===== config.mk =====
export PLATFORM = sky130hd
export DESIGN_NAME = mem_access
export DESIGN_NICKNAME = d
export VERILOG_FILES = /design/src/exec_pkg.sv /design/src/mem_access.sv
export SDC_FILE = /design/constraint.sdc
export NUM_CORES = 1
export LEC_CHECK = 0
export ABC_AREA = 1
export BUFFER_PORTS_ARGS = -buffer_cell sky130_fd_sc_hd__buf_2
export CORE_UTILIZATION = 51
export DETAILED_ROUTE_END_ITERATION = 10
export PLACE_DENSITY = 0.86
export SYNTH_ARGS = -nofsm -noshare
export SYNTH_HDL_FRONTEND = slang
export SYNTH_SLANG_ARGS = --single-unit

===== constraint.sdc =====
create_clock -name clock -period 7.2 [get_ports clock]
set_input_delay 0.72 -clock clock [delete_from_list [all_inputs] [get_ports clock]]
set_output_delay 0.72 -clock clock [all_outputs]
set_load 0.05 [all_outputs]

===== src/exec_pkg.sv =====
`default_nettype none

package exec_pkg;

    // ---------------------------------------------------------------------------
    // operation encodings
    // ---------------------------------------------------------------------------

    typedef enum logic [3:0] {
        alu_add,
        alu_sub,
        alu_sll,
        alu_slt,
        alu_sltu,
        alu_xor,
        alu_srl,
        alu_sra,
        alu_or,
        alu_and
    } alu_op_e;

    // operand pairs fed to the alu
    typedef enum logic [1:0] {
        src_rs1_rs2,
        src_rs1_imm,
        src_pc_imm,
        src_imm_zero
    } src_sel_e;

    typedef enum logic [1:0] {
        flow_none,
        flow_branch,
        flow_jal,
        flow_jalr
    } flow_e;

    typedef enum logic [2:0] {
        br_eq,
        br_ne,
        br_lt,
        br_ge,
        br_ltu,
        br_geu
    } br_cond_e;

    typedef enum logic [1:0] {
        mem_none,
        mem_load,
        mem_store
    } mem_kind_e;

    typedef enum logic [1:0] {
        size_byte,
        size_half,
        size_word
    } mem_size_e;

    // ---------------------------------------------------------------------------
    // stage payloads
    // ---------------------------------------------------------------------------

    // decoded micro-op with operands already read
    typedef struct packed {
        alu_op_e     alu_op;
        src_sel_e    src_sel;
        flow_e       flow;
        br_cond_e    br_cond;
        mem_kind_e   mem_kind;
        mem_size_e   mem_size;
        logic        mem_unsigned;
        logic [4:0]  rd;
        logic        reg_write;
        logic [31:0] pc;
        logic [31:0] imm;
        logic [31:0] rs1;
        logic [31:0] rs2;
    } uop_t;

    // value is alu result, link address or memory address
    typedef struct packed {
        logic [4:0]  rd;
        logic        reg_write;
        logic [31:0] value;
        mem_kind_e   mem_kind;
        mem_size_e   mem_size;
        logic        mem_unsigned;
        logic [31:0] store_data;
    } exe_result_t;

    typedef struct packed {
        logic [4:0]  rd;
        logic        reg_write;
        logic [31:0] data;
    } wb_t;

    // wishbone classic, master to slave
    typedef struct packed {
        logic        cyc;
        logic        stb;
        logic        we;
        logic [3:0]  sel;
        logic [31:0] adr;
        logic [31:0] dat_w;
    } wb_req_t;

    // wishbone classic, slave to master
    typedef struct packed {
        logic        ack;
        logic [31:0] dat_r;
    } wb_rsp_t;

endpackage

`default_nettype wire

===== src/mem_access.sv =====
`timescale 1ns/1ps
`default_nettype none

module mem_access import exec_pkg::*; (
    input  logic        clock,
    input  logic        reset,

    input  logic        exe_valid,
    output logic        exe_ready,
    input  exe_result_t exe,

    output wb_req_t     bus_req,
    input  wb_rsp_t     bus_rsp,

    output logic        wb_valid,
    input  logic        wb_ready,
    output wb_t         wb
);

    typedef enum logic [1:0] {
        st_idle,
        st_bus,
        st_hold
    } state_e;

    state_e      state;
    logic        accept;
    logic        in_bus;
    logic [3:0]  st_sel;
    logic [31:0] st_data;
    logic        req_we;
    logic [3:0]  req_sel;
    logic [31:0] req_adr;
    logic [31:0] req_dat;
    mem_size_e   ld_size;
    logic        ld_unsigned;

    // pick the addressed lane out of the read word and extend it
    function automatic logic [31:0] load_extend(input logic [31:0] word,
                                                input logic [1:0]  offset,
                                                input mem_size_e   size,
                                                input logic        is_unsigned);
        logic [7:0]  lane_b;
        logic [15:0] lane_h;
        lane_b = word[{offset, 3'b000} +: 8];
        lane_h = offset[1] ? word[31:16] : word[15:0];
        case (size)
            size_byte: load_extend = {{24{lane_b[7] & ~is_unsigned}}, lane_b};
            size_half: load_extend = {{16{lane_h[15] & ~is_unsigned}}, lane_h};
            default:   load_extend = word;
        endcase
    endfunction

    assign exe_ready = state == st_idle;
    assign accept    = exe_valid & exe_ready;
    assign in_bus    = state == st_bus;
    assign wb_valid  = state == st_hold;

    // store lanes from size and low address bits
    always_comb begin
        case (exe.mem_size)
            size_byte: begin
                st_sel  = 4'b0001 << exe.value[1:0];
                st_data = {4{exe.store_data[7:0]}};
            end
            size_half: begin
                st_sel  = exe.value[1] ? 4'b1100 : 4'b0011;
                st_data = {2{exe.store_data[15:0]}};
            end
            default: begin
                st_sel  = 4'b1111;
                st_data = exe.store_data;
            end
        endcase
    end

    assign bus_req = '{cyc: in_bus, stb: in_bus, we: req_we, sel: req_sel,
                       adr: req_adr, dat_w: req_dat};

    always_ff @(posedge clock) begin
        if (reset) begin
            state <= st_idle;
        end else begin
            case (state)
                st_idle: if (exe_valid) state <= (exe.mem_kind == mem_none) ? st_hold : st_bus;
                st_bus:  if (bus_rsp.ack) state <= st_hold;
                st_hold: if (wb_ready) state <= st_idle;
                default: state <= st_idle;
            endcase
        end
    end

    always_ff @(posedge clock) begin
        if (accept) begin
            req_we       <= exe.mem_kind == mem_store;
            req_sel      <= st_sel;
            req_adr      <= exe.value;
            req_dat      <= st_data;
            ld_size      <= exe.mem_size;
            ld_unsigned  <= exe.mem_unsigned;
            wb.rd        <= exe.rd;
            wb.reg_write <= exe.reg_write & (exe.mem_kind != mem_store);
            wb.data      <= exe.value;
        end
        // stores leave zero as their data
        if (in_bus && bus_rsp.ack) begin
            wb.data <= req_we ? 32'b0 :
                       load_extend(bus_rsp.dat_r, req_adr[1:0], ld_size, ld_unsigned);
        end
    end

endmodule

`default_nettype wire


Yosys cells after proc, flatten, opt, wreduce, memory -nomap -nowiden

Index checks and enable logic that the tools add are counted.

Bitwise gates (word level): 5
Equality and inequality tests: 9
Mux-type cells: 13
Shift-type cells: 2
Reductions and logical operators: 7

Operator list:

| operator                                                                | count |
|---|---|
| 32-bit case mux with 2 select lines                                     | 2 |
| 32-bit 2-to-1 mux                                                       | 3 |
| 32-bit by 6-bit indexed part select with 8-bit output                   | 1 |
| 16-bit 2-to-1 mux                                                       | 1 |
| 2-bit zero test                                                         | 4 |
| 2-bit 2-to-1 mux                                                        | 4 |
| 4-bit case mux with 2 select lines                                      | 1 |
| 2-bit by 1-bit equality test with 1-bit output, second input constant   | 3 |
| 2-bit inequality test, second input constant                            | 3 |
| 2-bit case mux with 3 select lines                                      | 1 |
| 1-bit AND                                                               | 4 |
| 2-bit equality test, second input constant                              | 2 |
| 4-bit 2-to-1 mux                                                        | 1 |
| 1-bit by 2-bit << shifter with 4-bit output, first input constant       | 1 |
| 3-bit AND reduction                                                     | 1 |
| 2-bit by 1-bit inequality test with 1-bit output, second input constant | 1 |
| 2-bit nonzero test                                                      | 1 |
| 1-bit logical AND                                                       | 1 |
| 1-bit NOT                                                               | 1 |

Register bits: 112
Output and inout port bits: 111
Input bits: 112
Word-level logic and storage cells: 46

Depth between registers and ports, before layout

Word-level depth: 5
Depth in mapped cells: 11
Depth with buffers taken out: 9

Least setup slack after synthesis

OpenSTA, ideal clock, no wires.

Path type: register to register
Start point: register state[1]
End point: register ld_size[0] (enable)
Data arrival time: 4.492 ns
Cell stages (with the launch flop): 4
Path buffers: 0
Slack: 2.192 ns
Data required time: 6.685 ns
Setup time: 0.515 ns
Path through: dfxtp_1 -> nor2_1 -> inv_1 -> nor2_1

Word-level cells in the longest chain between the ends: 2

RTL lines:

| item                   | line             | source |
|---|---|---|
| from (decl)            | mem_access.sv:26 | `state_e state;` |
| from (signal assigned) | mem_access.sv:82 | `state <= st_idle;` |
| from (signal assigned) | mem_access.sv:85 | `st_idle: if (exe_valid) state <= (exe.mem_kind == mem_none) ? st_hold : st_bus;` |
| from (signal assigned) | mem_access.sv:86 | `st_bus: if (bus_rsp.ack) state <= st_hold;` |
| 2-bit zero test        | mem_access.sv:54 | `assign exe_ready = state == st_idle;` |
| net exe_ready          | mem_access.sv:9  | `output logic exe_ready,` |
| 1-bit AND              | mem_access.sv:55 | `assign accept = exe_valid & exe_ready;` |
| net accept             | mem_access.sv:27 | `logic accept;` |
| to (signal assigned)   | mem_access.sv:99 | `ld_size <= exe.mem_size;` |
| to (decl)              | mem_access.sv:35 | `mem_size_e ld_size;` |

The timed path passes the listed nets, and every way through them passes these cells.
A chain may end at the register's enable or synchronous reset.

Final worst setup path

Start point: register req_adr[1]
End point: output bus_req[33] (netlist bit)

RTL lines:

| item                   | line             | source |
|---|---|---|
| from (decl)            | mem_access.sv:33 | `logic [31:0] req_adr;` |
| from (signal assigned) | mem_access.sv:97 | `req_adr <= exe.value;` |
| to (decl)              | mem_access.sv:12 | `output wb_req_t bus_req,` |

No word-level cell between the ends.

==> impl_results.md <==
* Flip-flop and latch count after synthesis at 112
* Total clock sinks at 112
* Share of power burned in the clock network at 19.6%
* Final critical-path required period at 2.36 ns
* CTS tree: done
* Dominant cell type by area after synthesis: sky130_fd_sc_hd__edfxtp_1
* Max-slew violation count at 0
* # Post-CTS Setup Buffers at 0
* Peak VDD IR at 0.000155 V
* Placed cell count at 818
* Area overhead of the layout relative to synthesis at 28.0%
* Cells resized by post-CTS repair at 0
* Placement row count at 35
* Fraction of registers with async set or reset after synthesis at 0%
* Critical path peak fanout at 25
* Final design area excluding fillers at 6300 um2
* Ant diodes at 0
* Sequential share of power at 48.1%
* Max-cap violation count at 0
* FF-to-FF Start: state[0]
* CP arrival at 1.64 ns
* Worst hold path depth at 2
* Final Hold Vio Count at 0
* Leak pwr at 3.03 nW
* Core footprint at 9280 um2
* Worst slew margin relative to its limit at 30.6%
* Worst path slowest cell: sky130_fd_sc_hd__edfxtp_1
* Count of flip-flops with a built-in enable after synthesis at 110
* Layout cell share with drive strength beyond 1 at 35.3%
* Number of antenna-violating nets in the routed design at 0
* Setup repair after global routing missed its margin: no
* Internal power at 1.08 mW
* Post-detailed-route DRC marker count at 0
* Portion of synthesized cell area occupied by the leading cell type at 67.1%
* Post-Place Setup Slack at 4.58 ns
* Post-synthesis sequential area ratio at 67.9%
* Launch point of the critical path: req_adr[1]
* Hold buffers post-CTS at 0
* Type of the worst setup path: register to output port
* Stage delay of the slowest cell on the critical path at 0.87 ns
* Clock-pin slew reported for the worst setup and hold paths after clock tree synthesis at 0.11 ns
* Number of I/O pins at 223
* Last element of the critical path: bus_req[33]
* Main area contributors after synthesis: sky130_fd_sc_hd__edfxtp_1 (67%), sky130_fd_sc_hd__nand2_1 (16%), sky130_fd_sc_hd__nor2_1 (3.5%)
* Final critical-path setup slack at 4.84 ns
* Setup slack, reg-to-reg at 4.88 ns
* Total number of vias at 4234
* Synth Net Count at 597
* Sum of negative setup slack at 0 ns
* Insertion delay of the later-clocked pin in the worst-skew pair at 0.37 ns
* First-pass iteration count of the detailed router at 6
* Overall power after layout at 1.79 mW
* Per-cell routed wire length at 15.8 um
* Critical path required time at 6.48 ns
* Post-route insts no fill at 834
* Clk buf depth at 2
* Remaining Overflow, GRT at 0
* CP Launch Type: register
* Total power divided by cell area at 284 nW/um2
* Clock root buffer: sky130_fd_sc_hd__clkbuf_8
* Synthesis warning total at 0
* Area of placed instances at 6120 um2
* Total half-perimeter wirelength after legalization and detailed placement at 9.86 mm
* Synth cell types at 23
* Crit end category: output port
* Terminus of the critical flop-to-flop path: req_dat[17]
* Gate count after technology mapping at 485
* Most common cell in the netlist: sky130_fd_sc_hd__nand2_1
* Number of port buffers at 222
* Height of the die at 100 um
* Initial Util at 53.0%
* List of most frequent post-synthesis cells: sky130_fd_sc_hd__nand2_1 (208), sky130_fd_sc_hd__edfxtp_1 (110), sky130_fd_sc_hd__nor2_1 (46)
* Combinational share of power at 32.3%
* Number of global-route vias before repair at 4107
* TritonCTS buffer count at 9
* Filler instances at 771
* Max Fclk at 424 MHz
* Setup-violating endpoint count in the final report at 0
* Cell depth of the worst setup path at 1
* Outcome: completed
* Hold Path Class: primary input to register
* R2R cell count at 4
* Initial antenna violation count at 0
* Switching portion of total power at 39.8%
* Total length of routed wires at 13.2 mm
* Setup Skew at 0.0142 ns
* CTS HTree Levels at 3
* Pin slew with the least headroom to its limit at 1.04 ns
* Routability cong. at 0.921
* Ordered list of cells on the worst path: buf_2
* CP delay by family, top: flip-flops
* DIE AREA at 10100 um2
* Syn Std Cell Area at 4920 um2
* Overall track demand over capacity in global routing at 26.1%
* Total net switching power at 712 uW
* Wire length of the first global-routing pass at 19.9 mm
* Synthesized area per cell at 10.2 um2
* Drt initial violations at 240
* Width of the die at 100 um
* Largest net degree at the start of global routing at 60
* Worst path buffer plus inverter count at 1
* Most used flip-flop cell after synthesis: sky130_fd_sc_hd__edfxtp_1
* Period utilisation layout at 32.8%
* Final #Nets at 812
* Via-per-instance ratio at 5.08
## logic make-up after synthesis
family                 synth area share [%]
buffers and inverters                  4.68
DFF                                    67.9
and+or+nand+nor                        22.9
AOI/OAI and AO/OA                      4.52
## sequential cells by signal, summed over array words and instances, names as in the netlist
| name | cells |
|---|---|
| wb | 38 |
| req_adr | 32 |
| req_dat | 32 |
| req_sel | 4 |
| ld_size | 2 |
| state | 2 |
| ld_unsigned | 1 |
| req_we | 1 |
## worst min path at each step
stage          slack (ns)  startpoint  endpoint
4_1_cts              0.50       reset  state[1]
3_5_place_dp         0.59    state[0]  state[1]
3_3_place_gp         0.56    state[0]  state[1]
5_1_grt              0.49       reset  state[1]
6_report             0.51       reset  state[1]
2_1_floorplan        0.65    state[0]  state[0]
## per-layer routing
metal  wire [um]  share of wire (%)  track usage (%)
met5           0                  0                0
met4         368                2.8             9.36
met1        5060                 38             30.7
met3        1230                9.4             8.57
met2        6510                 49             44.9
## cells in the final DEF, fill, tap and decap left out
master                       instances
sky130_fd_sc_hd__nand2_2             2
sky130_fd_sc_hd__nor2_4              1
sky130_fd_sc_hd__clkinv_4            1
sky130_fd_sc_hd__nand2_4             2
sky130_fd_sc_hd__inv_8               2
sky130_fd_sc_hd__clkinvlp_4          1
sky130_fd_sc_hd__buf_4               1
sky130_fd_sc_hd__nand2_1           208
sky130_fd_sc_hd__inv_1              31
sky130_fd_sc_hd__nor3_1              1
sky130_fd_sc_hd__clkbuf_8            9
sky130_fd_sc_hd__buf_2             222
sky130_fd_sc_hd__o211ai_1            6
sky130_fd_sc_hd__nor2_8              1
sky130_fd_sc_hd__nor2_1             45
sky130_fd_sc_hd__inv_2               1
sky130_fd_sc_hd__clkinv_2            1
sky130_fd_sc_hd__a21oi_1             9
sky130_fd_sc_hd__nand3_1            18
sky130_fd_sc_hd__a211oi_1            1
sky130_fd_sc_hd__clkinv_1            1
sky130_fd_sc_hd__nor2_2              1
sky130_fd_sc_hd__nand3_4             1
sky130_fd_sc_hd__edfxtp_1          110
sky130_fd_sc_hd__o21ai_4             1
sky130_fd_sc_hd__o21ai_0            24
sky130_fd_sc_hd__inv_6               2
sky130_fd_sc_hd__dfxtp_1             2
## per-stage QoR
step / util [%] / hold WS (ns)
finish: 67.9 / 0.512
global route: 67.9 / 0.489
CTS: 67.9 / 0.496
detailed placement: 66.0 / 0.591
global placement: 66.0 / 0.556
floorplan: - / 0.653
## power groups by stage
stage	Clock, mW	Sequential (mW)	Combinational, mW
2_1_floorplan	0	1.15	0.159
3_3_place_gp	0	0.872	0.568
3_5_place_dp	0	0.875	0.579
4_1_cts	0.352	0.860	0.580
5_1_grt	0.378	0.868	0.611
6_report	0.350	0.860	0.578
## layout make-up
cell class | count | area [um2] | share of cell area, %
flip-flops and latches | 112 | 3340 | 53.1
well taps | 129 | 161 | 2.56
inverters | 33 | 131 | 2.08
repair buffers | 223 | 1120 | 17.8
multi-input cells | 321 | 1370 | 21.7
clock inverters | 7 | 53.8 | 0.854
clock buffers | 9 | 124 | 1.97
Power figures use the tool's default switching activity.
